### config.mk
export PLATFORM = sky130hd
export DESIGN_NAME = tcb_req_steer
export DESIGN_NICKNAME = d
export VERILOG_FILES = /design/src/source/tcb_pkg.sv /design/src/source/tcb_req_steer.sv
export VERILOG_INCLUDE_DIRS = /design/src /design/src/source
export SDC_FILE = /design/constraint.sdc
export NUM_CORES = 1
export LEC_CHECK = 0
export BUFFER_PORTS_ARGS = -buffer_cell sky130_fd_sc_hd__buf_2
export CAP_MARGIN = 5
export CORE_MARGIN = 4
export CORE_UTILIZATION = 35
export DETAILED_ROUTE_END_ITERATION = 16
export PLACE_DENSITY = 0.82
export SETUP_SLACK_MARGIN = 0.2
export SYNTH_ARGS = -nofsm -noshare
export SYNTH_HDL_FRONTEND = slang
export SYNTH_SLANG_ARGS = --single-unit
### constraint.sdc
create_clock -name vclk -period 3.2
set_input_delay 0.64 -clock vclk [all_inputs]
set_output_delay 0.64 -clock vclk [all_outputs]
set_load 0.01 [all_outputs]
### src/source/tcb_defines.svh
////////////////////////////////////////////////////////////
// TCB log-size adapter shared parameters
// address width, data bytes, offset width, memory depth
////////////////////////////////////////////////////////////

`ifndef TCB_DEFINES_SVH
`define TCB_DEFINES_SVH

////////////////////////////////////////////////////////////
// bus geometry
////////////////////////////////////////////////////////////

// byte address width
`define TCB_ADR_W 12

// data bytes per word, power of two
`define TCB_BYTES 4

// byte offset bits inside a word
`define TCB_OFF_W $clog2(`TCB_BYTES)

////////////////////////////////////////////////////////////
// memory
////////////////////////////////////////////////////////////

// depth in words
`define TCB_MEM_WORDS 256

`endif
### src/source/tcb_pkg.sv
////////////////////////////////////////////////////////////
// TCB log-size adapter types
// size code, endianness, log-size request, byte-enable
// request, response and delayed request fields
////////////////////////////////////////////////////////////

`include "tcb_defines.svh"

package tcb_pkg;

  ////////////////////////////////////////////////////////////
  // basic fields
  ////////////////////////////////////////////////////////////

  // size code: 0/1/2 -> 1/2/4 bytes
  typedef logic [1:0] tcb_siz_t;

  // byte order of a multi-byte access
  typedef enum logic {
    tcb_little = 1'b0,
    tcb_big    = 1'b1
  } tcb_ndn_t;

  // one data word as byte lanes
  typedef logic [`TCB_BYTES-1:0][7:0] tcb_dat_t;

  ////////////////////////////////////////////////////////////
  // request and response
  ////////////////////////////////////////////////////////////

  // manager side, data packed at low bytes
  typedef struct packed {
    logic                  wen;
    logic [`TCB_ADR_W-1:0] adr;
    tcb_siz_t              siz;
    tcb_ndn_t              ndn;
    tcb_dat_t              wdt;
  } tcb_req_t;

  // memory side, data already on its lanes
  typedef struct packed {
    logic                             wen;
    logic [`TCB_ADR_W-`TCB_OFF_W-1:0] idx;
    logic [`TCB_BYTES-1:0]            ben;
    tcb_dat_t                         wdt;
  } tcb_ben_req_t;

  // sts set on error
  typedef struct packed {
    tcb_dat_t rdt;
    logic     sts;
  } tcb_rsp_t;

  // request fields carried into the response stage
  typedef struct packed {
    logic [`TCB_OFF_W-1:0] off;
    tcb_siz_t              siz;
    tcb_ndn_t              ndn;
    logic                  err;
  } tcb_dly_t;

endpackage

### src/source/tcb_req_steer.sv
////////////////////////////////////////////////////////////
// TCB request steering
// byte-enable mask from size code, write data lane rotation
////////////////////////////////////////////////////////////

`timescale 1ns/10ps

`include "tcb_defines.svh"

module tcb_req_steer (
  input  tcb_pkg::tcb_req_t     req,
  input  logic                  err,
  output tcb_pkg::tcb_ben_req_t man
);

  // word offset of the first byte
  logic [`TCB_OFF_W-1:0] off;
  // low-byte mask before rotation
  logic [`TCB_BYTES-1:0] msk;
  // data byte feeding each lane
  logic [`TCB_BYTES-1:0][`TCB_OFF_W-1:0] src;

  assign off = req.adr[`TCB_OFF_W-1:0];

  ////////////////////////////////////////////////////////////
  // mask and lane mapping
  ////////////////////////////////////////////////////////////

  // bytes 0 .. n-1 enabled
  always_comb begin
    for (int i = 0; i < `TCB_BYTES; i++) begin
      msk[i] = i < (1 << req.siz);
    end
  end

  // inverse of the lane rule, lane -> data byte
  // modulo by truncation, the word is a power of two
  always_comb begin
    logic [31:0] tmp;
    logic [31:0] lst;
    lst = (1 << req.siz) - 1;
    for (int l = 0; l < `TCB_BYTES; l++) begin
      if (req.ndn == tcb_pkg::tcb_big) begin
        // byte i on lane off+n-1-i
        tmp = off + lst + `TCB_BYTES - l;
      end else begin
        // byte i on lane off+i
        tmp = l + `TCB_BYTES - off;
      end
      src[l] = tmp[`TCB_OFF_W-1:0];
    end
  end

  ////////////////////////////////////////////////////////////
  // memory side request
  ////////////////////////////////////////////////////////////

  assign man.wen = req.wen;
  assign man.idx = req.adr[`TCB_ADR_W-1:`TCB_OFF_W];

  always_comb begin
    for (int l = 0; l < `TCB_BYTES; l++) begin
      // rotated mask, nothing written on error
      man.ben[l] = msk[src[l]] & ~err;
      man.wdt[l] = req.wdt[src[l]];
    end
  end

endmodule

Word-level counts from Yosys, hierarchy flattened. Index checks and enable logic that the tools add are counted. Widths: inputs -> output; s select.

Register bits after elaboration: 0. Word-level logic and storage cells: 44.

Add/sub/neg operators: 10. Order comparisons: 8. Shift-type cells: 1. Multiplexer cells: 20. Bitwise operators: 5.

Operators with widths (number): $bmux 8 s2 (4); $lt 3x32->1 const A (2); $lt 1x32->1 const A (1); $lt 2x32->1 const A (1); $mux 8 (4); $shl 1x2->32 const A (1); $lt 2x3->1 const B (4); $bmux 1 s2 (4); $mux 2 (4); $sub 2x2->2 const B (3); $and 1x1->1 (4); $mux 1 (4); $sub 1x2->2 const A (2); $sub 2x2->2 const A (2); $add 2x1->2 const B (1); $add 2x2->2 (1); $sub 2x1->2 const B (1); $not 1->1 (1).

Logic depth before layout (Yosys ltp).
Depth after elaboration: 9. Mapped depth: 8. Mapped depth without buffers: 6.

Least setup slack after synthesis. No wires, ideal clock.

Kind: input port to output port. Start: input port req[34] (netlist bit). End: output port man[0] (netlist bit). Data arrival time: 2.558 ns. Required time: 2.560 ns. Slack: 0.002 ns. Stages on the path: 6. Cells stage by stage: or2_2 -> ha_1 -> xnor2_2 -> a21oi_4 -> xor2_4 -> mux4_1.

RTL lines: start, declared (RTL line tcb_req_steer.sv:11) `input tcb_pkg::tcb_req_t req,`; end, declared (RTL line tcb_req_steer.sv:13) `output tcb_pkg::tcb_ben_req_t man`.

==> flow_summary.ini <==
[routing]
vias = 1003
drtAntennaViolNets = 0
first_pass_iters = 3
drc_errors = 0
drt_iter0_drc = 61
wl_per_cell_um = 19.0
avgViaCountPerCell = 5.63
finalWirelength_mm = 3.39

[critical_path]
path_class = in -> out
crit_path_end_kind = output port
required_ns = 2.56
startpoint_type = input port
arrival_ns = 2.63
critPathMaxFanout = 3

[timing]
fin_crit_ns = 3.27
slew_viol_final = 0
setup_viol = 15
worst_pin_slew_ns = 0.400
fin_ws_ns = -0.0682
rsz0062_at_grt = true
fmax_mhz = 306
final_hold_viol_count = 0
whs_ns = 1.28
slew_headroom = 0.733
finalCritPeriodShare = 1.02

[yosys]
synth-simple-area-share = 0.0311
synth_common_cells = mux4_2 (25), buf_4 (11), mux4_1 (7)
synth_top_area_frac = 0.519
post_synth.cell_area_avg_um2 = 15.7
synthMuxAreaShare = 0.709
yosysTopAreaCell = mux4_2
synth_cell_types = 21
synthXorXnorAreaFrac = 0.0957
netlist_area_um2 = 1080
synth_compound_area_frac = 0.0554
ys_seq_area_frac = 0
ys_top_cells_by_area = mux4_2 (52%), mux4_1 (17%), buf_4 (7.6%), xnor2_2 (3.0%), xnor2_4 (2.5%)
synthAdderAreaFrac = 0.0115
synth_nets = 119
synthCells = 69
yosysWarnings = 0
synth_most_common_cell = mux4_2
synth_top_family_by_area = multiplexers

[power]
intPower_mw = 0.333
powerDensity_nw_per_um2 = 308
swShare = 0.397
seq_power_share = 0
p_leak_nw = 0.762
ir_drop_mv = 0.182
p_comb_frac = 1.000
fin_total_pwr_mw = 0.553
power_switching_mw = 0.220
pwr-share-clk = 0

[floorplan]
start_util = 0.380
dieHeight_um = 63.7
core_um2 = 2850
dieArea_um2 = 4050
io_pins = 96
die_w_um = 63.7
rows = 19

[worst_hold_path]
hold_path.class = in -> out
hold_path_depth = 0
hold_start = req[38]
holdPathEnd = man[37]

[place]
dp_cells = 170
pre_cts_ws_ns = -0.174
gp_congestion = 0.690
port_buffers = 74
dp_hpwl_mm = 2.69

[grt]
track_usage = 0.168
overflow = 0
grt_pass1_wl_mm = 5.50
grt_start_max_net_pins = 25
antenna_found_initial = 0
grt_pass1_vias = 1119

[layout]
area_growth_pct = 65.4
clock_buffer_count = 0
nNetsFinal = 199
antenna-diode-count = 0
layout-drive-gt1-share = 0.925
multi_input_area_um2 = 1030
regArea_um2 = 0
layoutNonFillerInstCount = 178
num-fill-cells = 223
seq_cell_count = 0

[cts]
hold_buffers = 0

[job]
maxCapViolCount = 0

[outcome]
violations = negative setup slack
status = complete, but fails checks
power by group through the flow:
stage	sequential, mW	combinational, mW	clock, mW
finish	0	0.553	0
global route	0	0.588	0
CTS	0	0.539	0
detailed placement	0	0.428	0
global placement	0	0.414	0
floorplan	0	0.275	0
final cells by class:
cell class         instances  area share
inverters                  2     0.00418
multi-input cells         54       0.576
well taps                 31      0.0216
repair buffers            91       0.398
metal layers:
metal	track usage	vias up	share of wire
met1	0.180	494	0.34
met4	0.0135	0	0.0080
li1	-	456	-
met3	0.0213	8	0.066
met2	0.351	45	0.58
met5	0	-	0
layout by cell type, fill, tap and decap left out, types with 2 or more instances in the layout:
cell type | netlist | final
buf_12 | 0 | 2
buf_2 | 3 | 47
buf_4 | 11 | 9
buf_6 | 0 | 33
inv_1 | 2 | 2
mux4_2 | 25 | 32
nand2b_1 | 2 | 2
o21ai_2 | 1 | 2
xnor2_4 | 1 | 4
cells by family (layout without fill, tap and decap cells):
group / Yosys count / after routing
compound gates: 8 / 8
xor+xnor: 5 / 6
fa+ha+maj: 1 / 1
buf+inv: 16 / 93
mux: 33 / 33
simple gates: 6 / 6
per-stage QoR:
step                      utilization  cell area (um2)  TNS (ns)
after floorplan                     -             1090         0
after global placement          0.523             1490     -1.53
after detailed placement        0.523             1490     -2.56
after CTS                       0.614             1750    -0.437
after global routing            0.629             1790     -1.87
final                           0.629             1790    -0.483
worst max-delay path, stage by stage:
cell     delay (ns)
buf_6          0.09
or2_4          0.25
ha_4           0.18
xnor2_4        0.15
a21oi_4        0.29
xor2_4         0.20
buf_4          0.17
mux4_2         0.50
buf_2          0.15
what timing repair did:
item / in CTS / in global routing
cloned: 1 / 0
gates resized for setup: 29 / 9
endpoints found under the setup margin: 33 / 35
pin swaps: 3 / 4
setup buffers: 7 / 0
how the worst max path moves through the flow:
stage                        from      end  slack (ns)
after CTS                 req[34]   man[3]       -0.07
after global placement    req[34]  man[19]       -0.10
final                     req[34]   man[7]       -0.07
after global routing      req[34]   man[7]       -0.14
after floorplan           req[34]   man[0]        0.14
after detailed placement  req[34]  man[16]       -0.17
(Power assumes the default switching activity.)
