## src/source/tcb_defines.svh

```systemverilog
////////////////////////////////////////////////////////////
// TCB log-size adapter shared parameters
// address width, data bytes, offset width, memory depth
////////////////////////////////////////////////////////////

`ifndef TCB_DEFINES_SVH
`define TCB_DEFINES_SVH

////////////////////////////////////////////////////////////
// bus geometry
////////////////////////////////////////////////////////////

// byte address width
`define TCB_ADR_W 12

// data bytes per word, power of two
`define TCB_BYTES 4

// byte offset bits inside a word
`define TCB_OFF_W $clog2(`TCB_BYTES)

////////////////////////////////////////////////////////////
// memory
////////////////////////////////////////////////////////////

// depth in words
`define TCB_MEM_WORDS 256

`endif
```

## src/source/tcb_pkg.sv

```systemverilog
////////////////////////////////////////////////////////////
// TCB log-size adapter types
// size code, endianness, log-size request, byte-enable
// request, response and delayed request fields
////////////////////////////////////////////////////////////

`include "tcb_defines.svh"

package tcb_pkg;

  ////////////////////////////////////////////////////////////
  // basic fields
  ////////////////////////////////////////////////////////////

  // size code: 0/1/2 -> 1/2/4 bytes
  typedef logic [1:0] tcb_siz_t;

  // byte order of a multi-byte access
  typedef enum logic {
    tcb_little = 1'b0,
    tcb_big    = 1'b1
  } tcb_ndn_t;

  // one data word as byte lanes
  typedef logic [`TCB_BYTES-1:0][7:0] tcb_dat_t;

  ////////////////////////////////////////////////////////////
  // request and response
  ////////////////////////////////////////////////////////////

  // manager side, data packed at low bytes
  typedef struct packed {
    logic                  wen;
    logic [`TCB_ADR_W-1:0] adr;
    tcb_siz_t              siz;
    tcb_ndn_t              ndn;
    tcb_dat_t              wdt;
  } tcb_req_t;

  // memory side, data already on its lanes
  typedef struct packed {
    logic                             wen;
    logic [`TCB_ADR_W-`TCB_OFF_W-1:0] idx;
    logic [`TCB_BYTES-1:0]            ben;
    tcb_dat_t                         wdt;
  } tcb_ben_req_t;

  // sts set on error
  typedef struct packed {
    tcb_dat_t rdt;
    logic     sts;
  } tcb_rsp_t;

  // request fields carried into the response stage
  typedef struct packed {
    logic [`TCB_OFF_W-1:0] off;
    tcb_siz_t              siz;
    tcb_ndn_t              ndn;
    logic                  err;
  } tcb_dly_t;

endpackage

```

## src/source/tcb_rsp_steer.sv

```systemverilog
////////////////////////////////////////////////////////////
// TCB response steering
// read lanes back to low bytes, status from delayed error
////////////////////////////////////////////////////////////

`timescale 1ns/10ps

`include "tcb_defines.svh"

module tcb_rsp_steer (
  input  tcb_pkg::tcb_dly_t dly,
  input  tcb_pkg::tcb_dat_t rdt_lane,
  output tcb_pkg::tcb_rsp_t rsp
);

  // lane feeding each response byte
  logic [`TCB_BYTES-1:0][`TCB_OFF_W-1:0] src;
  // response bytes kept
  logic [`TCB_BYTES-1:0] keep;

  ////////////////////////////////////////////////////////////
  // lane mapping, delayed offset and endianness
  ////////////////////////////////////////////////////////////

  always_comb begin
    logic [31:0] tmp;
    logic [31:0] lst;
    lst = (1 << dly.siz) - 1;
    for (int i = 0; i < `TCB_BYTES; i++) begin
      if (dly.ndn == tcb_pkg::tcb_big) begin
        tmp = dly.off + lst + `TCB_BYTES - i;
      end else begin
        tmp = dly.off + i;
      end
      src[i] = tmp[`TCB_OFF_W-1:0];
      // bytes at or above n read as zero, all of them on error
      keep[i] = (i < (1 << dly.siz)) & ~dly.err;
    end
  end

  ////////////////////////////////////////////////////////////
  // response
  ////////////////////////////////////////////////////////////

  always_comb begin
    for (int i = 0; i < `TCB_BYTES; i++) begin
      rsp.rdt[i] = keep[i] ? rdt_lane[src[i]] : 8'h00;
    end
  end

  assign rsp.sts = dly.err;

endmodule

```

## config.mk

```make
export PLATFORM = sky130hd
export DESIGN_NAME = tcb_rsp_steer
export DESIGN_NICKNAME = d
export VERILOG_FILES = /design/src/source/tcb_pkg.sv /design/src/source/tcb_rsp_steer.sv
export VERILOG_INCLUDE_DIRS = /design/src /design/src/source
export SDC_FILE = /design/constraint.sdc
export NUM_CORES = 1
export LEC_CHECK = 0
export BUFFER_PORTS_ARGS = -buffer_cell sky130_fd_sc_hd__buf_2
export CAP_MARGIN = 20
export CORE_ASPECT_RATIO = 1.75
export CORE_MARGIN = 2
export CORE_UTILIZATION = 35
export DETAILED_ROUTE_END_ITERATION = 12
export PLACE_DENSITY = 0.67
export SYNTH_ARGS = -nofsm -noshare
export SYNTH_HDL_FRONTEND = slang
export SYNTH_SLANG_ARGS = --single-unit
```

## constraint.sdc

```tcl
create_clock -name vclk -period 3.22
set_input_delay 0.644 -clock vclk [all_inputs]
set_output_delay 0.644 -clock vclk [all_outputs]
set_load 0.005 [all_outputs]
```

# Word-level counts from Yosys, hierarchy flattened
# Index checks and enable logic that the tools add are counted.
op_classes:
  addsub: 9
  n_bitwise: 5
  magnitude_cmp: 8
  shift: 1
  muxes: 16
ops:
  columns: ["cell", "count"]
  rows:
  - ["$bmux 8 s2", 4]
  - ["$lt 3x32->1 const A", 2]
  - ["$mux 8", 8]
  - ["$lt 1x32->1 const A", 1]
  - ["$lt 2x32->1 const A", 1]
  - ["$shl 1x2->32 const A", 1]
  - ["$lt 2x3->1 const B", 4]
  - ["$mux 2", 4]
  - ["$sub 2x2->2 const B", 3]
  - ["$add 2x1->2 const B", 2]
  - ["$add 2x2->2 const B", 2]
  - ["$and 1x1->1", 4]
  - ["$add 2x2->2", 1]
  - ["$sub 2x1->2 const B", 1]
  - ["$not 1->1", 1]
word_totals:
  elab_cells: 39
  regBits: 0
  out_inout_bits: 33
  input_bits: 38

# Depth between registers and ports, before layout
# Gate-level depths: netlist of the first run.
logic_depth:
  ltp_word: 9
  depth_mapped: 8
  depth_no_buf: 7

# Worst setup path before layout of the first run
# OpenSTA, ideal clock, no wires.
synth_path:
  path_kind: "in2out"
  from: "in dly[3] in the netlist's numbering"
  to: "out rsp[25] in the netlist's numbering"
  stages: 7
  required_ns: 2.576
  path_buffers: 0
  slack_ns: 0.060
  arrival_ns: 2.516
  cell_sequence: "or2_2 > ha_1 > inv_1 > xnor3_1 > a21oi_2 > mux2_2 > nor2_1"
synth_rtl:
  columns: ["item", "line", "text"]
  rows:
  - ["start, declared", "tcb_rsp_steer.sv:11", "input tcb_pkg::tcb_dly_t dly,"]
  - ["end, declared", "tcb_rsp_steer.sv:13", "output tcb_pkg::tcb_rsp_t rsp"]

==> reports/summary.json, run 1 <==
{
  "status": "finished with violations",
  "failed_checks": "setup timing",
  "crit_arrival_ps": 2600,
  "place.port_buffers": 71,
  "first_global_vias": 1394,
  "finalMaxSlewViolations": 0,
  "postCtsHoldBufs": 0,
  "dpl_cell_area_mm2": 0.00161,
  "grt_use_total_pct": 21.3,
  "whs_ps": 1600,
  "routed_via_density": 5.32,
  "hold_viol": 0,
  "design.core.area_mm2": 0.00314,
  "hp-start": "dly[0]",
  "leakage_component_of_the_power_nw": 0.941,
  "syn-mean-instance-area_um2": 7.75,
  "gp_routability_congestion": 0.796,
  "post-place-cells": 266,
  "synth_cells": 147,
  "synth.distinct_cells": 27,
  "fmax_achieved_mhz": 308,
  "synthDominantCellAreaShare_pct": 31.6,
  "final-seq-area_um2": 0,
  "end_kind": "output pin",
  "layout.sequential_cells": 0,
  "maxCapViolCount": 0,
  "worst_slack_ps": -24.4,
  "synth_sequential_area_ratio_pct": 0,
  "yosys.area.top_type": "mux2_2",
  "final_cycle_utilization_of_the_critical_path_pct": 101,
  "totalWireLength_um": 4250,
  "wire_length_of_the_first_global_routing_pass_um": 6140,
  "worst-setup-path-type": "in2out",
  "grt_max_degree": 17,
  "num_io_pins": 71,
  "synth.area.top_cells": "mux2_2 (32%), mux2i_1 (14%), nor3_1 (14%)",
  "p_per_area_mw_per_mm2": 236,
  "floorplan.rows": 27,
  "synthToLayoutAreaGrowth_pct": 64.5,
  "num_vias": 1442,
  "chipHeight_um": 79.5,
  "vdd.ir_drop.worst_mv": 0.126,
  "detailed_place_hpwl_um": 3070,
  "utilization_pct": 59.6,
  "diodes": 0,
  "post_route_cells_drive_above_1_share_pct": 68.0,
  "slew_headroom_pct": 52.6,
  "detailedRoute.firstIterationViolations": 14,
  "final_std_cells_w_o_fill": 271,
  "timing.hold.worst_path_depth": 2,
  "worst_pin_slew_ps": 711,
  "detail_route.first_pass.iterations": 4,
  "initial_antenna_violation_count": 0,
  "final.min_clock_period_ps": 3240,
  "cell_area_after_technology_mapping_mm2": 0.00114,
  "start_util_pct": 36.2,
  "nature_of_the_critical_path_startpoint": "input port",
  "final_layout_clock_buffer_total": 0,
  "finalSetupViolations": 5,
  "hold_path_end": "rsp[0]",
  "avgRoutedWirePerCell_um": 15.7,
  "synth_warnings": 0,
  "crit_path_max_fanout": 5,
  "hold_path.class": "in2out",
  "nets": 270,
  "place_ws_ps": -108,
  "chipWidth_um": 47.1,
  "floorplan.die_area_mm2": 0.00374,
  "rsz0062_at_grt": "yes",
  "netlist_top_cells_count": "mux2_2 (32), nor3_1 (32), a21oi_1 (16), mux2i_1 (16), nor2_1 (14)",
  "final_design_area_no_fill_mm2": 0.00187,
  "gr_ovfl_total": 0,
  "syn-num-nets": 187,
  "required_ps": 2580,
  "drt_drc_violations_left": 0,
  "routed_antenna_nets": 0
}
## repair_timing
action,in CTS,in global routing
endpoints found under the setup margin,28,32
gates resized for setup,16,32
pin swaps,4,8
setup buffers,2,3
## cell type report
class | instances | area, µm²
fill | 287 | 1270
inverter | 3 | 15.0
multi-input combinational | 132 | 1230
tap | 43 | 53.8
timing repair buffer | 93 | 577
## worst max-delay path, cell delays in order
cell	delay (ps)
buf_6	90
or2_4	270
ha_4	250
inv_2	50
xnor3_1	400
a21oi_2	210
buf_6	160
mux2_4	300
nor2_1	80
buf_2	140
## how the worst max path moves through the flow
stage / endpoint / startpoint
3_3_place_gp: rsp[28] / dly[3]
4_1_cts: rsp[11] / dly[2]
6_report: rsp[28] / dly[3]
2_1_floorplan: rsp[25] / dly[3]
3_5_place_dp: rsp[29] / dly[3]
5_1_grt: rsp[13] / dly[3]
## logic make-up (layout without fill, tap and decap cells)
logic type	after synthesis	in the layout	synth area share, %
adders and majority gates	2	2	2.20
buffers and inverters	15	96	7.47
and+or+nand+nor	55	55	24.6
muxes	50	50	49.7
xor gates and xnor gates	5	5	6.37
AOI/OAI and AO/OA	20	20	9.67
## report_power, final
part	switching (mW)	internal, mW
clock network	0	0
logic	0.199	0.243
registers	0	0
total	0.199	0.243
## cell usage in the layout (no fill, tap or decap), drive strengths merged, types with 2 or more instances in the layout
cell type	n
mux2i	18
nand2b	2
nor3	33
a21oi	18
nor2	17
xnor2	2
mux2	32
inv	2
ha	2
buf	93
## routing by layer
| metal | track usage [%] | wire length [µm] |
|---|---|---|
| met5 | 0 | 0 |
| met2 | 40.0 | 2350 |
| met4 | 6.67 | 146 |
| met3 | 0.905 | 170 |
| met1 | 23.6 | 1580 |
## stage by stage
step / total power [mW] / TNS [ps]
after floorplan: 0.230 / 0
after global placement: 0.352 / -1310
after detailed placement: 0.356 / -1670
after CTS: 0.385 / -202
after global routing: 0.472 / -594
final: 0.442 / -60.4
Note: power is estimated with default switching activity, not from simulation.
==> run 2, diff against run 1 <==
--- a/config.mk
+++ b/config.mk
@@ -10,9 +10,9 @@
 export CAP_MARGIN = 20
 export CORE_ASPECT_RATIO = 1.75
 export CORE_MARGIN = 2
-export CORE_UTILIZATION = 35
+export CORE_UTILIZATION = 41
 export DETAILED_ROUTE_END_ITERATION = 12
-export PLACE_DENSITY = 0.67
+export PLACE_DENSITY = 0.77
 export SYNTH_ARGS = -nofsm -noshare
 export SYNTH_HDL_FRONTEND = slang
 export SYNTH_SLANG_ARGS = --single-unit
==> run 2 against run 1 <==
The run still ends with setup timing left; core utilization grew 11 points; worst hold slack gained 4.6 ps; fmax shrank 1.4%; count of clock-buffer cells in the layout is the same; sequential cell count is the same; combinational power grew 0.9%; sequential share of layout area is the same; routed wire length grew 8.3%; via count grew 1.3%; largest cell class unchanged.
==> reports/summary.json, run 2 (synthesis results as in run 1) <==
{
  "chipHeight_um": 73.7,
  "final_std_cells_w_o_fill": 251,
  "timing.hold.worst_path_depth": 2,
  "finalSetupViolations": 13,
  "final_cycle_utilization_of_the_critical_path_pct": 102,
  "drt_drc_violations_left": 0,
  "seq_power_share_pct": 0,
  "post-place-cells": 247,
  "critPathMostFrequentCell": "nor3_1",
  "num_vias": 1461,
  "status": "finished with violations",
  "finalMaxSlewViolations": 0,
  "hold_viol": 0,
  "leakage_component_of_the_power_nw": 0.967,
  "hold_path_end": "rsp[0]",
  "routed_antenna_nets": 0,
  "failed_checks": "setup timing",
  "final.min_clock_period_ps": 3290,
  "detailed_place_hpwl_um": 3110,
  "nature_of_the_critical_path_startpoint": "input port",
  "avgRoutedWirePerCell_um": 18.3,
  "detail_route.first_pass.iterations": 6,
  "nets": 266,
  "gr_ovfl_total": 0,
  "top_library_cells_by_usage_in_the_layout_fill_and_taps_aside": "buf_2 (70), mux2_4 (22), nor3_1 (18)",
  "pwr-share-clk_pct": 0,
  "final_layout_clock_buffer_total": 0,
  "p_per_area_mw_per_mm2": 236,
  "final-seq-area_um2": 0,
  "totalWireLength_um": 4600,
  "cp_slowest_stage_delay_ps": 360,
  "detailedRoute.firstIterationViolations": 41,
  "floorplan.die_area_mm2": 0.00323,
  "chipWidth_um": 43.8,
  "worst_slack_ps": -69.0,
  "p_switching_mw": 0.207,
  "first_global_vias": 1356,
  "end_kind": "output pin",
  "worst-setup-path-type": "in2out",
  "place.port_buffers": 71,
  "diodes": 0,
  "required_ps": 2580,
  "maxCapViolCount": 0,
  "grt_use_total_pct": 23.8,
  "start_util_pct": 42.8,
  "slew_headroom_pct": 41.8,
  "worst_pin_slew_ps": 870,
  "design.core.area_mm2": 0.00266,
  "routed_via_density": 5.82,
  "initial_antenna_violation_count": 0,
  "crit_chain": "buf_6 > or2_4 > ha_1 > buf_4 > mux2i_4 > clkbuf_16 > mux2_2 > nor3_1 > nor3_1 > buf_2",
  "most_frequent_standard_cell_in_the_layout_excluding_fill_and_tap_cells": "buf_2",
  "wire_length_of_the_first_global_routing_pass_um": 6000,
  "post_route_cells_drive_above_1_share_pct": 72.3,
  "rsz0062_at_grt": "yes",
  "crit_slowest_cell": "mux2_2",
  "p_int_mw": 0.238,
  "grt_max_degree": 17,
  "hp-start": "dly[0]",
  "hold_path.class": "in2out",
  "crit_path_max_fanout": 8,
  "synthToLayoutAreaGrowth_pct": 65.6,
  "layout.sequential_cells": 0,
  "vdd.ir_drop.worst_mv": 0.133,
  "netSwitchingFraction_pct": 46.5,
  "num_io_pins": 71,
  "crit_arrival_ps": 2650,
  "gp_routability_congestion": 0.780,
  "p_total_mw": 0.446,
  "tns_ps": -399,
  "place_ws_ps": -138,
  "floorplan.rows": 25,
  "fmax_achieved_mhz": 304,
  "comb_power_share_pct": 100.0
}
==> run 2: final cells by class <==
cell class                      instances  area, µm²
Multi-Input combinational cell        132       1290
Fill cell                             208        773
Inverter                                3       11.3
Timing Repair Buffer                   89        547
Tap cell                               27       33.8
==> run 2: layer usage <==
layer	share of wire, %	GRT usage [%]	up-vias
li1	-	-	695
met2	56	47.7	61
met4	2.9	8.08	0
met5	0	0	-
met3	4.0	0.983	8
met1	37	24.7	697
==> run 2: worst max-delay path by stage <==
stage          startpoint       to  slack, ps
6_report           dly[2]   rsp[3]        -70
5_1_grt            dly[3]   rsp[3]       -110
4_1_cts            dly[2]  rsp[29]        -40
3_5_place_dp       dly[3]  rsp[25]       -140
3_3_place_gp       dly[3]  rsp[12]        -90
2_1_floorplan      dly[3]  rsp[25]         60
==> run 2: critical path: cells and delay by family <==
family                   cells  cell delay [ps]
buffers and inverters        4              590
multiplexers                 2              590
AND/OR/NAND/NOR              3              520
adder cells (fa/ha/maj)      1              310
==> run 2: power groups by stage <==
stage	clock network (mW)	logic [mW]	registers (mW)
after detailed placement	0	0.353	0
after global placement	0	0.347	0
after floorplan	0	0.230	0
final	0	0.446	0
after global routing	0	0.468	0
after CTS	0	0.381	0
==> run 2: timing repair <==
item / 4_1_cts / 5_1_grt
gates resized for setup: 16 / 44
hold buffers: 0 / 0
buffers inserted: 2 / 1
gates cloned: 0 / 1
pin swaps: 5 / 4
setup endpoints to repair: 30 / 30
==> run 2: per-stage QoR <==
stage,area [µm²],util [%],hold WS (ps)
4_1_cts,1670,62.7,1600
6_report,1890,70.9,1610
3_5_place_dp,1580,59.6,1600
5_1_grt,1890,70.9,1620
2_1_floorplan,1140,-,1370
3_3_place_gp,1580,59.6,1600
