## src/source/tcb_defines.svh

```systemverilog
////////////////////////////////////////////////////////////
// TCB log-size adapter shared parameters
// address width, data bytes, offset width, memory depth
////////////////////////////////////////////////////////////

`ifndef TCB_DEFINES_SVH
`define TCB_DEFINES_SVH

////////////////////////////////////////////////////////////
// bus geometry
////////////////////////////////////////////////////////////

// byte address width
`define TCB_ADR_W 12

// data bytes per word, power of two
`define TCB_BYTES 4

// byte offset bits inside a word
`define TCB_OFF_W $clog2(`TCB_BYTES)

////////////////////////////////////////////////////////////
// memory
////////////////////////////////////////////////////////////

// depth in words
`define TCB_MEM_WORDS 256

`endif
```

## src/source/tcb_pkg.sv

```systemverilog
////////////////////////////////////////////////////////////
// TCB log-size adapter types
// size code, endianness, log-size request, byte-enable
// request, response and delayed request fields
////////////////////////////////////////////////////////////

`include "tcb_defines.svh"

package tcb_pkg;

  ////////////////////////////////////////////////////////////
  // basic fields
  ////////////////////////////////////////////////////////////

  // size code: 0/1/2 -> 1/2/4 bytes
  typedef logic [1:0] tcb_siz_t;

  // byte order of a multi-byte access
  typedef enum logic {
    tcb_little = 1'b0,
    tcb_big    = 1'b1
  } tcb_ndn_t;

  // one data word as byte lanes
  typedef logic [`TCB_BYTES-1:0][7:0] tcb_dat_t;

  ////////////////////////////////////////////////////////////
  // request and response
  ////////////////////////////////////////////////////////////

  // manager side, data packed at low bytes
  typedef struct packed {
    logic                  wen;
    logic [`TCB_ADR_W-1:0] adr;
    tcb_siz_t              siz;
    tcb_ndn_t              ndn;
    tcb_dat_t              wdt;
  } tcb_req_t;

  // memory side, data already on its lanes
  typedef struct packed {
    logic                             wen;
    logic [`TCB_ADR_W-`TCB_OFF_W-1:0] idx;
    logic [`TCB_BYTES-1:0]            ben;
    tcb_dat_t                         wdt;
  } tcb_ben_req_t;

  // sts set on error
  typedef struct packed {
    tcb_dat_t rdt;
    logic     sts;
  } tcb_rsp_t;

  // request fields carried into the response stage
  typedef struct packed {
    logic [`TCB_OFF_W-1:0] off;
    tcb_siz_t              siz;
    tcb_ndn_t              ndn;
    logic                  err;
  } tcb_dly_t;

endpackage

```

## src/source/tcb_logsize_ctrl.sv

```systemverilog
////////////////////////////////////////////////////////////
// TCB log-size control
// handshake, size/boundary error check, response stage
////////////////////////////////////////////////////////////

`timescale 1ns/10ps

`include "tcb_defines.svh"

module tcb_logsize_ctrl (
  input  logic               clk,
  input  logic               rst,
  input  logic               vld,
  input  tcb_pkg::tcb_req_t  req,
  output logic               rdy,
  output logic               trn,
  output logic               err,
  output tcb_pkg::tcb_dly_t  dly,
  output logic               rsp_vld
);

  // byte offset inside the word
  logic [`TCB_OFF_W-1:0] off;
  // bytes in the access
  int unsigned           cnt;
  // error sources
  logic                  siz_err;
  logic                  bnd_err;

  ////////////////////////////////////////////////////////////
  // handshake
  ////////////////////////////////////////////////////////////

  // no internal stall, ready once out of reset
  always_ff @(posedge clk) begin
    if (rst) begin
      rdy <= 1'b0;
    end else begin
      rdy <= 1'b1;
    end
  end

  assign trn = vld & rdy;

  ////////////////////////////////////////////////////////////
  // error judgement
  ////////////////////////////////////////////////////////////

  assign off = req.adr[`TCB_OFF_W-1:0];

  always_comb begin
    cnt = 1 << req.siz;
    // size code wider than the word
    siz_err = req.siz > `TCB_OFF_W;
    // last byte past the word end
    bnd_err = (off + cnt) > `TCB_BYTES;
  end

  assign err = siz_err | bnd_err;

  ////////////////////////////////////////////////////////////
  // response stage
  ////////////////////////////////////////////////////////////

  // captured on transfer, read by the response steering
  always_ff @(posedge clk) begin
    if (trn) begin
      dly.off <= off;
      dly.siz <= req.siz;
      dly.ndn <= req.ndn;
      dly.err <= err;
    end
  end

  // fixed delay of one cycle, no back-pressure
  always_ff @(posedge clk) begin
    if (rst) begin
      rsp_vld <= 1'b0;
    end else begin
      rsp_vld <= trn;
    end
  end

endmodule

```

## config.mk

```make
export PLATFORM = sky130hd
export DESIGN_NAME = tcb_logsize_ctrl
export DESIGN_NICKNAME = d
export VERILOG_FILES = /design/src/source/tcb_pkg.sv /design/src/source/tcb_logsize_ctrl.sv
export VERILOG_INCLUDE_DIRS = /design/src /design/src/source
export SDC_FILE = /design/constraint.sdc
export NUM_CORES = 1
export LEC_CHECK = 0
export BUFFER_PORTS_ARGS = -buffer_cell sky130_fd_sc_hd__buf_2
export CAP_MARGIN = 40
export CORE_UTILIZATION = 25
export CTS_CLUSTER_DIAMETER = 200
export DETAILED_ROUTE_END_ITERATION = 10
export PLACE_DENSITY = 0.76
export SLEW_MARGIN = 20
export SYNTH_ARGS = -nofsm -noshare
export SYNTH_HDL_FRONTEND = slang
export SYNTH_SLANG_ARGS = --single-unit
```

## constraint.sdc

```tcl
create_clock -name clk -period 1.77 [get_ports clk]
set_input_delay 0.2655 -clock clk [delete_from_list [all_inputs] [get_ports clk]]
set_output_delay 0.2655 -clock clk [all_outputs]
set_load 0.02 [all_outputs]
```

[After elaboration in Yosys (flattened, before gate mapping)]
Cells that the tools add are included.
Cells by class
  add/subtract/negate cells: 1
  magnitude comparators: 2
  shift operators: 1
  muxes and demuxes: 1
  bitwise gates (word level): 2
Operators by type and width (count)
  $add 2x32->32: 1
  $gt 32x3->1 const B: 1
  $shl 1x2->32 const A: 1
  $gt 2x2->1 const B: 1
  $and 1x1->1: 1
  $mux 1: 1
  $or 1x1->1: 1
Word-level totals
  flip-flop bits (word level): 8
  word-level logic and storage cells: 13

[Longest topological paths before layout]
Gate-level depths: netlist (run 1).
  word-level depth: 4
  mapped depth: 7

[Worst setup path after synthesis (run 1)]
Ideal clock, no wire load.
  kind: input -> output
  start: input port req[33] (netlist bit)
  end: output port err
  arrival: 1487 ps
  required time: 1505 ps
  slack: 18 ps
  stages: 7
  path buffers: 0
  path through: nor2_1 -> ha_1 -> inv_1 -> fa_1 -> nand2b_2 -> a21oi_2 -> o21ai_1
On the way
  cells in the longest elaborated chain, start to end: 4
  elaborated cells between the ends (all ways): 5
  those cells by class: add/sub: 1; order compare: 2; shift: 1; bitwise: 1
Ends and longest elaborated chain
  start, declared: RTL line tcb_logsize_ctrl.sv:14  | input tcb_pkg::tcb_req_t req,
  $shl 1x2->32: RTL line tcb_logsize_ctrl.sv:52  | cnt = 1 << req.siz;
  $add 2x32->32: RTL line tcb_logsize_ctrl.sv:56  | bnd_err = (off + cnt) > `TCB_BYTES;
  $gt 32x3->1 (no source line)
  $or 1x1->1 (*): RTL line tcb_logsize_ctrl.sv:59  | assign err = siz_err | bnd_err;
  end, declared: RTL line tcb_logsize_ctrl.sv:17  | output logic err,
Every way passes the cells marked *; elsewhere a longest branch is shown, timed or not.

[Worst setup path in the final report (run 1)]
  start: input port req[34] (netlist bit)
  end: output port err
Same word-level chain as after synthesis.

==> impl_summary.txt, run 1 <==
----------------------------------------------------
[Outcome]
  Result of the run ... finished with violations
  Violations in the final reports ... negative setup slack

[Worst setup path]
  Arrival @ worst endpoint ... 1.62 ns
  Start point of the critical path ... req[34]
  Reg2reg start ... rdy
  Critical path fanouts, max ... 3
  Type of destination of the critical path ... primary output
  Worst setup SP type ... input port
  Endpoint required time on the critical path ... 1.50 ns
  Worst setup path class ... input port to primary output

[Floorplanning]
  Area of the core region ... 1186 um2
  Number of top-level pins ... 61
  Floorplan die width ... 39.03 um
  Vert. Die Dim ... 39.03 um
  Initial standard-cell utilization of the core ... 0.2890
  Die outline area ... 1523 um2
  Num rows ... 12

[Cells and area]
  Layout fillers ... 116
  Signed area change from the synthesized netlist to the final layout ... 61.31%
  N_diodes ... 0
  Post-layout nets ... 106
  Ratio of cells with drive above 1 in the final layout ... 0.6000

[Pwr]
  Largest voltage drop on the vdd net ... 0.2470 mV
  Internal power of the cells ... 0.3322 mW
  Proportion of power drawn by combinational gates ... 0.209
  Sequential cell fraction of total power ... 0.493
  Reported leakage power ... 0.2613 nW
  Switching fraction of total power ... 0.2323
  Clk network pwr share ... 0.298
  Switch Pwr ... 0.1005 mW
  Power density normalized to cell area ... 782.5 nW/um2
  Overall power after layout ... 0.4328 mW

[Place]
  Global placer's final weighted congestion ... 0.7570
  Number of I/O port buffers ... 17
  Placed wire-length estimate ... 466 um

[Yosys]
  Seq cells post-synth ... 8
  Number of nets produced by synthesis ... 80
  Share of the synthesized area in the top cell type ... 0.5255
  Area of the mapped netlist ... 342.8 um2
  Count of unique library cells instantiated by Yosys ... 12
  Yosys warnings ... 0
  Sequential-to-total area share from yosys stat ... 0.6423
  Mapped Avg Cell Area ... 13.19 um2
  Leading area contributor after synthesis ... sky130_fd_sc_hd__edfxtp_1
  Top area cells in the synthesized netlist ... sky130_fd_sc_hd__edfxtp_1 (53%), sky130_fd_sc_hd__dfxtp_1 (12%), sky130_fd_sc_hd__ha_1 (7.3%), sky130_fd_sc_hd__fa_1 (5.8%), sky130_fd_sc_hd__inv_1 (5.5%)
  Number of instances in the synthesized netlist ... 26

[Routing]
  Remaining routing DRC violations ... 0
  Pre-antenna DRT Iters ... 2
  Via Count ... 263
  Antenna Violating Nets Remaining ... 0
  Routed wirelength normalized by instance count ... 8.938 um
  First DRT Iteration DRCs ... 3
  Total wire length after detailed routing ... 572 um
  Via-to-Cell Ratio ... 4.109

[Timing]
  Slew Viols, Final ... 0
  Hold Worst Slack ... 0.1818 ns
  Final Setup Violations ... 1
  Relative max-transition margin ... 0.8023
  Worst path setup slack after routing ... -0.1171 ns
  Final hold viol count ... 0
  Setup tns final ... -0.1171 ns
  Portion of the clock cycle consumed by the worst path in the final layout ... 1.066
  RSZ-0062 raised after global routing ... true
  Final period demand of the worst path ... 1.887 ns
  Worst-margin pin slew ... 0.2966 ns
  Max frequency ... 0.5299 GHz
  Layout Skew ... 0.0002109 ns

[Clocking]
  CTS max path bufs ... 2
  Number of H-tree branching levels ... 1
  CTS tree ... done
  Clock Pin Slew Worst Setup and Hold Paths ... 0.05 ns
  Clk_lat worst skew ... 0.24 ns
  Hold buffers post-CTS ... 0
  TritonCTS buffer count ... 3
  Buffer cell driving the clock tree root ... sky130_fd_sc_hd__clkbuf_4
  # clock sinks ... 8

[GRT]
  Number of antenna violations at the first check in global routing ... 0
  Global-route total usage across every layer ... 0.1039
  Via count of the first global-routing pass ... 251
  First-pass GRT wire length ... 917 um
  Maximum number of pins on one net before global-route repair ... 9
  Total congestion overflow after global routing ... 0

[Job]
  MaxCap Viol Count ... 0

[Min path]
  Class of the tightest hold or removal check ... input port to register
  Startpoint of the worst hold path ... rst

----------------------------------------------------
## metal layers
metal	GRT usage	up-vias	wire length (um)
li1	-	137	-
met1	0.08961	109	232
met2	0.1542	15	260
met3	0.03468	2	59
met4	0.1552	0	19
met5	0	-	0
## worst max-delay path: stages
cell	delay [ns]
sky130_fd_sc_hd__buf_6	0.10
sky130_fd_sc_hd__nor2_4	0.10
sky130_fd_sc_hd__ha_4	0.14
sky130_fd_sc_hd__inv_2	0.03
sky130_fd_sc_hd__fa_1	0.58
sky130_fd_sc_hd__nand2b_4	0.07
sky130_fd_sc_hd__a21oi_4	0.12
sky130_fd_sc_hd__o21ai_2	0.08
sky130_fd_sc_hd__buf_6	0.13
## metrics by stage
| stage | setup slack [ns] | area, um2 | utilization | std cells |
|---|---|---|---|---|
| CTS | -0.1197 | 513.0 | 0.4325 | 64 |
| detailed placement | -0.1490 | 467.9 | 0.3945 | 60 |
| global route | -0.1850 | 553.0 | 0.4662 | 64 |
| finish | -0.1171 | 553.0 | 0.4662 | 64 |
| global placement | -0.1360 | 467.9 | 0.3945 | 60 |
| floorplan | 0.01783 | 342.8 | - | 26 |
## repair_timing
item,in CTS,in global routing
setup buffers,1,0
setup endpoints to repair,1,1
pin swaps,1,5
gates resized for setup,5,7
## kinds of logic after synthesis
| kind of cell | Yosys count | synth area share |
|---|---|---|
| compound gates | 3 | 0.06569 |
| simple gates | 7 | 0.1059 |
| buf+inv | 5 | 0.05475 |
| flops | 8 | 0.6423 |
| fa+ha+maj | 3 | 0.1314 |
## cells in the final DEF, fill, tap and decap left out
| cell type | count |
|---|---|
| sky130_fd_sc_hd__nor2_4 | 1 |
| sky130_fd_sc_hd__inv_2 | 1 |
| sky130_fd_sc_hd__buf_4 | 4 |
| sky130_fd_sc_hd__a21oi_4 | 1 |
| sky130_fd_sc_hd__buf_6 | 3 |
| sky130_fd_sc_hd__and2_1 | 2 |
| sky130_fd_sc_hd__fa_1 | 1 |
| sky130_fd_sc_hd__a211o_1 | 1 |
| sky130_fd_sc_hd__ha_4 | 1 |
| sky130_fd_sc_hd__nand2b_4 | 1 |
| sky130_fd_sc_hd__clkbuf_4 | 3 |
| sky130_fd_sc_hd__inv_1 | 4 |
| sky130_fd_sc_hd__o21ai_2 | 1 |
| sky130_fd_sc_hd__nor2_1 | 1 |
| sky130_fd_sc_hd__nand2_1 | 2 |
| sky130_fd_sc_hd__edfxtp_1 | 6 |
| sky130_fd_sc_hd__ha_1 | 1 |
| sky130_fd_sc_hd__buf_2 | 14 |
| sky130_fd_sc_hd__dfxtp_1 | 2 |
## cells in the mapped netlist
cell type and instances:
sky130_fd_sc_hd__edfxtp_1 6, sky130_fd_sc_hd__inv_1 5, sky130_fd_sc_hd__and2_1 2, sky130_fd_sc_hd__dfxtp_1 2, sky130_fd_sc_hd__ha_1 2, sky130_fd_sc_hd__nand2_1 2
sky130_fd_sc_hd__nor2_1 2, sky130_fd_sc_hd__a211o_1 1, sky130_fd_sc_hd__a21oi_2 1, sky130_fd_sc_hd__fa_1 1, sky130_fd_sc_hd__nand2b_2 1, sky130_fd_sc_hd__o21ai_1 1
## registers in the layout, indices dropped and copies added, names as in the netlist
register and flops:
rdy 1, rsp_vld 1, dly 6
## final cells by class
type | count | area, um2 | area share
Timing Repair Buffer | 21 | 133.9 | 0.2421
Sequential cell | 8 | 220.2 | 0.3982
Tap cell | 14 | 17.52 | 0.03167
Multi-Input combinational cell | 13 | 140.1 | 0.2534
Inverter | 5 | 18.77 | 0.03394
Clock buffer | 3 | 22.52 | 0.04072
## power by group through the flow
stage,clock network (mW),registers (mW),logic [mW]
2_1_floorplan,0,0.228,0.0286
3_3_place_gp,0,0.217,0.0691
3_5_place_dp,0,0.217,0.0709
4_1_cts,0.136,0.213,0.0779
5_1_grt,0.145,0.214,0.0999
6_report,0.129,0.213,0.0906
## worst paths after layout
| check | to | slack [ns] | cells after the start |
|---|---|---|---|
| setup / recovery | err | -0.12 | 9 |
| setup reg to reg | dly[5] | 0.85 | 1 |
| hold / removal | rdy | 0.18 | 2 |
| hold reg to reg | dly[1] | 0.72 | 1 |
Power figures use the tool's default switching activity.
==> run 2: changes to the inputs <==
- CTS_BUF_LIST: default -> sky130_fd_sc_hd__clkbuf_16
- PLACE_DENSITY: 0.76 -> default
- PLACE_DENSITY_LB_ADDON: default -> 0.1
- SETUP_SLACK_MARGIN: default -> 0.5
==> run 2 against run 1 <==
The run still ends with negative setup slack left. Routed wire length up 17%. Combinational power down 0.9%. First-iteration DRC count unchanged. Critical path depth unchanged. Cell count up 3.1%. Setup slack better by 0.042 ns. Worst hold slack better by 0.017 ns. Non-clock buffer count up 1. Core utilization up 5.3 points. Maximum frequency up 2.3%. Power up 58%. Critical path type unchanged. Largest cell class unchanged.
==> impl_summary.txt, run 2 (synthesis results as in run 1) <==
----------------------------------------------------
[Outcome]
  Result of the run ... finished with violations
  Violations in the final reports ... negative setup slack

[GRT]
  Global-route total usage across every layer ... 0.1218 (+0.01797)
  Via count of the first global-routing pass ... 260 (+3.6%)
  Number of antenna violations at the first check in global routing ... 0 (unchanged)
  First-pass GRT wire length ... 1069 um (+17%)
  Total congestion overflow after global routing ... 0 (unchanged)
  Maximum number of pins on one net before global-route repair ... 9 (unchanged)

[Pwr]
  Internal power of the cells ... 0.5502 mW (+66%)
  Switching fraction of total power ... 0.1959 (-0.03637)
  Sequential cell fraction of total power ... 0.313 (-0.180)
  Largest voltage drop on the vdd net ... 0.3958 mV (+60%)
  Power density normalized to cell area ... 1112 nW/um2 (+42%)
  Reported leakage power ... 0.2973 nW (+14%)
  Switch Pwr ... 0.1341 mW (+33%)
  Proportion of power drawn by combinational gates ... 0.131 (-0.078)
  Clk network pwr share ... 0.556 (+0.258)

[Floorplanning]
  Area of the core region ... 1186 um2 (unchanged)
  Die outline area ... 1523 um2 (unchanged)
  Initial standard-cell utilization of the core ... 0.2890 (unchanged)
  Vert. Die Dim ... 39.03 um (unchanged)
  Floorplan die width ... 39.03 um (unchanged)
  Number of top-level pins ... 61 (unchanged)
  Num rows ... 12 (unchanged)

[Min path]
  Class of the tightest hold or removal check ... input port to register

[Cells and area]
  Signed area change from the synthesized netlist to the final layout ... 79.56%
  Core occupancy in the finished layout ... 0.5190 (+0.05274)
  Most frequent standard cell in the layout excluding fill and tap cells ... sky130_fd_sc_hd__buf_2
  Commonest cells after routing, fill and taps aside ... sky130_fd_sc_hd__buf_2 (14), sky130_fd_sc_hd__edfxtp_1 (6), sky130_fd_sc_hd__inv_1 (5), sky130_fd_sc_hd__buf_4 (5), sky130_fd_sc_hd__clkbuf_16 (3)
  Layout fillers ... 117 (+0.86%)
  Register with the most flip-flops ... dly
  Post-layout nets ... 107 (+0.94%)
  N_diodes ... 0 (unchanged)
  Max FFs per register ... 6 (unchanged)
  Largest regs ... dly x6, rdy x1, rsp_vld x1
  Ratio of cells with drive above 1 in the final layout ... 0.6154 (+0.01538)

[Timing]
  Worst-margin pin slew ... 0.1450 ns (-0.1516 ns)
  Worst path setup slack after routing ... -0.07542 ns (+0.04173 ns)
  RSZ-0062 raised after global routing ... true
  Relative max-transition margin ... 0.9033 (+0.1011)
  Portion of the clock cycle consumed by the worst path in the final layout ... 1.043 (-0.02358)
  Setup tns final ... -0.07542 ns (+0.04173 ns)
  Final hold viol count ... 0 (unchanged)
  Slew Viols, Final ... 0 (unchanged)
  Final Setup Violations ... 1 (unchanged)
  Final period demand of the worst path ... 1.845 ns (-0.04173 ns)
  Layout Skew ... 0.001650 ns (+0.001439 ns)
  Hold Worst Slack ... 0.1986 ns (+0.01678 ns)
  Max frequency ... 0.5419 GHz (+2.3%)

[Place]
  Placed wire-length estimate ... 515 um (+11%)
  Global placer's final weighted congestion ... 0.6967 (-8.0%)
  Number of I/O port buffers ... 17 (unchanged)

[Routing]
  Routed wirelength normalized by instance count ... 10.11 um (+13%)
  Antenna Violating Nets Remaining ... 0 (unchanged)
  Via Count ... 263 (unchanged)
  Pre-antenna DRT Iters ... 2 (unchanged)
  Via-to-Cell Ratio ... 3.985 (-3.0%)
  First DRT Iteration DRCs ... 3 (unchanged)
  Remaining routing DRC violations ... 0 (unchanged)
  Total wire length after detailed routing ... 667 um (+17%)

[Worst setup path]
  Worst-path cell with the longest stage delay ... sky130_fd_sc_hd__fa_1
  Cell family with the largest share of critical-path delay ... adder cells
  Delay of the slowest critical-path stage ... 0.53 ns (-0.05 ns)
  Type of destination of the critical path ... primary output
  Critical path fanouts, max ... 2 (-1)
  Cell breakdown of the critical path ... buf_8 > nor2_4 > ha_4 > inv_2 > fa_1 > nand2b_4 > a21oi_2 > o21ai_2 > buf_6
  Endpoint required time on the critical path ... 1.50 ns (about the same)
  Arrival @ worst endpoint ... 1.58 ns (-0.04 ns)
  Worst setup path class ... input port to primary output
  Number of buffers and inverters on the critical path ... 3 (unchanged)
  Worst setup SP type ... input port

[Clocking]
  # clock sinks ... 8 (unchanged)
  Clk_lat worst skew ... 0.23 ns (about the same)
  TritonCTS buffer count ... 3 (unchanged)
  Number of H-tree branching levels ... 1 (unchanged)
  CTS tree ... done
  Buffer cell driving the clock tree root ... sky130_fd_sc_hd__clkbuf_16
  Clock Pin Slew Worst Setup and Hold Paths ... 0.04 ns (about the same)
  CTS max path bufs ... 2 (unchanged)

[Job]
  MaxCap Viol Count ... 0 (unchanged)

----------------------------------------------------
run 2: changes by cell type in the layout (fill, tap and decap cells not counted), sizes merged:
cell / previous run / this run
buf: 21 / 22
inv: 5 / 6
run 2: what timing repair did:
action,in CTS,in global routing
endpoints found under the hold margin,0,0
endpoints found under the setup margin,3,3
hold buffers,0,0
buffers inserted,1,1
resized for setup,4,4
run 2: final timing paths:
kind | depth (start not counted) | slack, ns | start | to
setup / recovery | 9 | -0.08 | req[33] | err
hold / removal | 2 | 0.20 | rst | rdy
setup reg to reg | 1 | 0.97 | rdy | dly[4]
hold reg to reg | 1 | 0.64 | rdy | dly[3]
run 2: power groups by stage:
stage / clock (mW) / sequential, mW / combinational (mW)
6_report: 0.380 / 0.214 / 0.0898
5_1_grt: 0.398 / 0.215 / 0.0979
4_1_cts: 0.386 / 0.214 / 0.0845
3_5_place_dp: 0 / 0.217 / 0.0803
3_3_place_gp: 0 / 0.217 / 0.0781
2_1_floorplan: 0 / 0.228 / 0.0368
run 2: final cells by class:
class | instances | area [um2] | share of cell area
Tap cell | 14 | 17.52 | 0.02846
Clock inverter | 1 | 3.754 | 0.006098
Timing Repair Buffer | 22 | 145.1 | 0.2358
Clock buffer | 3 | 75.07 | 0.1220
Inverter | 5 | 18.77 | 0.03049
Sequential cell | 8 | 220.2 | 0.3577
Multi-Input combinational cell | 13 | 135.1 | 0.2195
run 2: per-stage QoR:
stage                     std cells  setup WS, ns  power, mW  instance area, um2
after floorplan                  26        0.1270     0.2648               371.6
after global placement           60       -0.1084     0.2949               496.7
after detailed placement         60       -0.1385     0.2974               496.7
after CTS                        65       -0.1032     0.6849               596.8
after global routing             66       -0.1259     0.7110               615.6
final                            66      -0.07542     0.6843               615.6
run 2: routing by layer:
layer / GRT usage / vias up / routed length, um
met5: 0 / - / 0
li1: - / 136 / -
met1: 0.1071 / 116 / 282
met3: 0.05202 / 0 / 38
met4: 0.1552 / 0 / 0
met2: 0.1833 / 11 / 346
==> run 3: changes to the inputs <==
- PLACE_DENSITY: default -> 0.85
- PLACE_DENSITY_LB_ADDON: 0.1 -> default
==> run 3 against run 2 <==
The run still ends with negative setup slack left. Critical path depth is the same. Maximum frequency shrank 1.1%. Die area is the same. Clock power is essentially flat. Worst hold slack lost 0.0032 ns. Cell count grew 4.5%. Critical path type unchanged.
==> impl_summary.txt, run 3 (synthesis results as in run 1) <==
----------------------------------------------------
[Outcome]
  Result of the run ... finished with violations
  Violations in the final reports ... negative setup slack

[Pwr]
  Switching fraction of total power ... 0.1936 (-0.002351)
  Sequential cell fraction of total power ... 0.310 (-0.003)
  Clk network pwr share ... 0.545 (-0.011)
  Largest voltage drop on the vdd net ... 0.3362 mV (-15%)
  Power density normalized to cell area ... 1088 nW/um2 (-2.1%)
  Internal power of the cells ... 0.5576 mW (+1.4%)
  Switch Pwr ... 0.1339 mW (-0.15%)
  Reported leakage power ... 0.3109 nW (+4.6%)
  Overall power after layout ... 0.6915 mW (+1.1%)
  Proportion of power drawn by combinational gates ... 0.145 (+0.014)

[Cells and area]
  N_diodes ... 0 (unchanged)
  Multi-input combinational cell area ... 135.1 um2 (unchanged)
  Register with the most flip-flops ... dly
  Commonest cells after routing, fill and taps aside ... sky130_fd_sc_hd__buf_2 (15), sky130_fd_sc_hd__edfxtp_1 (6), sky130_fd_sc_hd__buf_4 (6)
  Most frequent standard cell in the layout excluding fill and tap cells ... sky130_fd_sc_hd__buf_2
  Core occupancy in the finished layout ... 0.5359 (+0.01688)
  Signed area change from the synthesized netlist to the final layout ... 85.40%
  Layout fillers ... 114 (-2.6%)
  Post-route insts no fill ... 69 (+4.5%)
  Max FFs per register ... 6 (unchanged)
  Post-layout nets ... 110 (+2.8%)
  Ratio of cells with drive above 1 in the final layout ... 0.6364 (+0.02098)
  Sequential standard cell area ... 220.2 um2 (unchanged)
  Largest regs ... dly x6, rdy x1, rsp_vld x1

[Timing]
  Setup tns final ... -0.1105 ns (-0.03510 ns)
  Max frequency ... 0.5360 GHz (-1.1%)
  Slew Viols, Final ... 0 (unchanged)
  Relative max-transition margin ... 0.9151 (+0.01177)
  Final Setup Violations ... 2 (+1)
  Worst-margin pin slew ... 0.1272 ns (-0.01778 ns)
  Worst path setup slack after routing ... -0.09574 ns (-0.02032 ns)
  Portion of the clock cycle consumed by the worst path in the final layout ... 1.054 (+0.01148)
  Final period demand of the worst path ... 1.866 ns (+0.02032 ns)
  Layout Skew ... 0.003684 ns (+0.002033 ns)
  RSZ-0062 raised after global routing ... true
  Final hold viol count ... 0 (unchanged)

[Place]
  Global placer's final weighted congestion ... 0.6435 (-7.6%)
  Number of I/O port buffers ... 17 (unchanged)
  Placed wire-length estimate ... 518 um (+0.58%)
  DP Cell Count ... 60 (unchanged)

[Min path]
  Class of the tightest hold or removal check ... input port to register

[Job]
  MaxCap Viol Count ... 0 (unchanged)

[Clocking]
  CTS tree ... done
  Hold buffers post-CTS ... 0 (unchanged)
  Clk_lat worst skew ... 0.23 ns (about the same)
  Clock Pin Slew Worst Setup and Hold Paths ... 0.03 ns (about the same)
  CTS max path bufs ... 2 (unchanged)
  # clock sinks ... 8 (unchanged)
  Number of H-tree branching levels ... 1 (unchanged)
  Buffer cell driving the clock tree root ... sky130_fd_sc_hd__clkbuf_16
  TritonCTS buffer count ... 3 (unchanged)

[Worst setup path]
  Number of buffers and inverters on the critical path ... 3 (unchanged)
  Cell family with the largest share of critical-path delay ... adder cells
  Cell breakdown of the critical path ... buf_6 > nor2_4 > ha_4 > inv_2 > fa_1 > nand2b_4 > a21oi_2 > o21ai_2 > buf_2
  Worst setup SP type ... input port
  Arrival @ worst endpoint ... 1.60 ns (+0.02 ns)
  Type of destination of the critical path ... primary output
  Worst setup path class ... input port to primary output
  Critical path fanouts, max ... 2 (unchanged)
  Endpoint required time on the critical path ... 1.50 ns (about the same)
  Worst-path cell with the longest stage delay ... sky130_fd_sc_hd__fa_1
  Delay of the slowest critical-path stage ... 0.53 ns (about the same)

[Routing]
  Antenna Violating Nets Remaining ... 0 (unchanged)
  Via-to-Cell Ratio ... 4.159 (+4.4%)
  Pre-antenna DRT Iters ... 3 (+1)
  Routed wirelength normalized by instance count ... 10.17 um (+0.67%)
  First DRT Iteration DRCs ... 3 (unchanged)
  Total wire length after detailed routing ... 702 um (+5.2%)
  Via Count ... 287 (+9.1%)
  Remaining routing DRC violations ... 0 (unchanged)

[Floorplanning]
  Die outline area ... 1523 um2 (unchanged)
  Area of the core region ... 1186 um2 (unchanged)
  Num rows ... 12 (unchanged)
  Floorplan die width ... 39.03 um (unchanged)
  Number of top-level pins ... 61 (unchanged)
  Initial standard-cell utilization of the core ... 0.2890 (unchanged)
  Vert. Die Dim ... 39.03 um (unchanged)

[GRT]
  First-pass GRT wire length ... 1097 um (+2.6%)
  Maximum number of pins on one net before global-route repair ... 9 (unchanged)
  Number of antenna violations at the first check in global routing ... 0 (unchanged)
  Total congestion overflow after global routing ... 0 (unchanged)
  Global-route total usage across every layer ... 0.1279 (+0.006031)
  Via count of the first global-routing pass ... 295 (+13%)

----------------------------------------------------
-- run 3: area by class of cell --
cell class                      count  area share
Sequential cell                     8      0.3465
Timing Repair Buffer               25      0.2598
Multi-Input combinational cell     13      0.2126
Clock buffer                        3      0.1181
Inverter                            5     0.02953
Tap cell                           14     0.02756
Clock inverter                      1    0.005906
-- run 3: metal layers --
layer | share of wire | GRT usage | vias to the layer above | wire length, um
met5 | 0 | 0 | - | 0
li1 | - | - | 143 | -
met4 | 0.027 | 0.1552 | 0 | 19
met1 | 0.36 | 0.08214 | 124 | 253
met2 | 0.52 | 0.2333 | 18 | 364
met3 | 0.093 | 0.05202 | 2 | 65
-- run 3: power by group through the flow --
stage	logic (mW)	registers (mW)	clock network (mW)
2_1_floorplan	0.0368	0.228	0
3_3_place_gp	0.0775	0.217	0
3_5_place_dp	0.0802	0.217	0
4_1_cts	0.0980	0.214	0.383
5_1_grt	0.109	0.215	0.398
6_report	0.100	0.214	0.377
-- run 3: per-stage QoR --
stage                     area [um2]  setup WS, ns  hold WS, ns
after global placement         496.7       -0.1121       0.4376
after detailed placement       496.7       -0.1292       0.4335
final                          635.6      -0.09574       0.1954
after CTS                      626.9      -0.09725       0.1958
after floorplan                371.6        0.1270       0.3335
after global routing           635.6       -0.1486       0.2092
-- run 3: worst paths after layout --
kind | slack [ns] | start | endpoint | cells past startpoint
worst min-delay path | 0.20 | rst | rdy | 2
worst min register to register | 0.64 | rdy | dly[3] | 1
worst max register to register | 0.96 | rdy | dly[2] | 1
worst max-delay path | -0.1 | req[33] | err | 9
-- run 3: timing repair --
item                       CTS  global route
setup endpoints to repair    3             3
gates resized for setup      6             1
setup buffers                4             1
pin swaps                    0             0
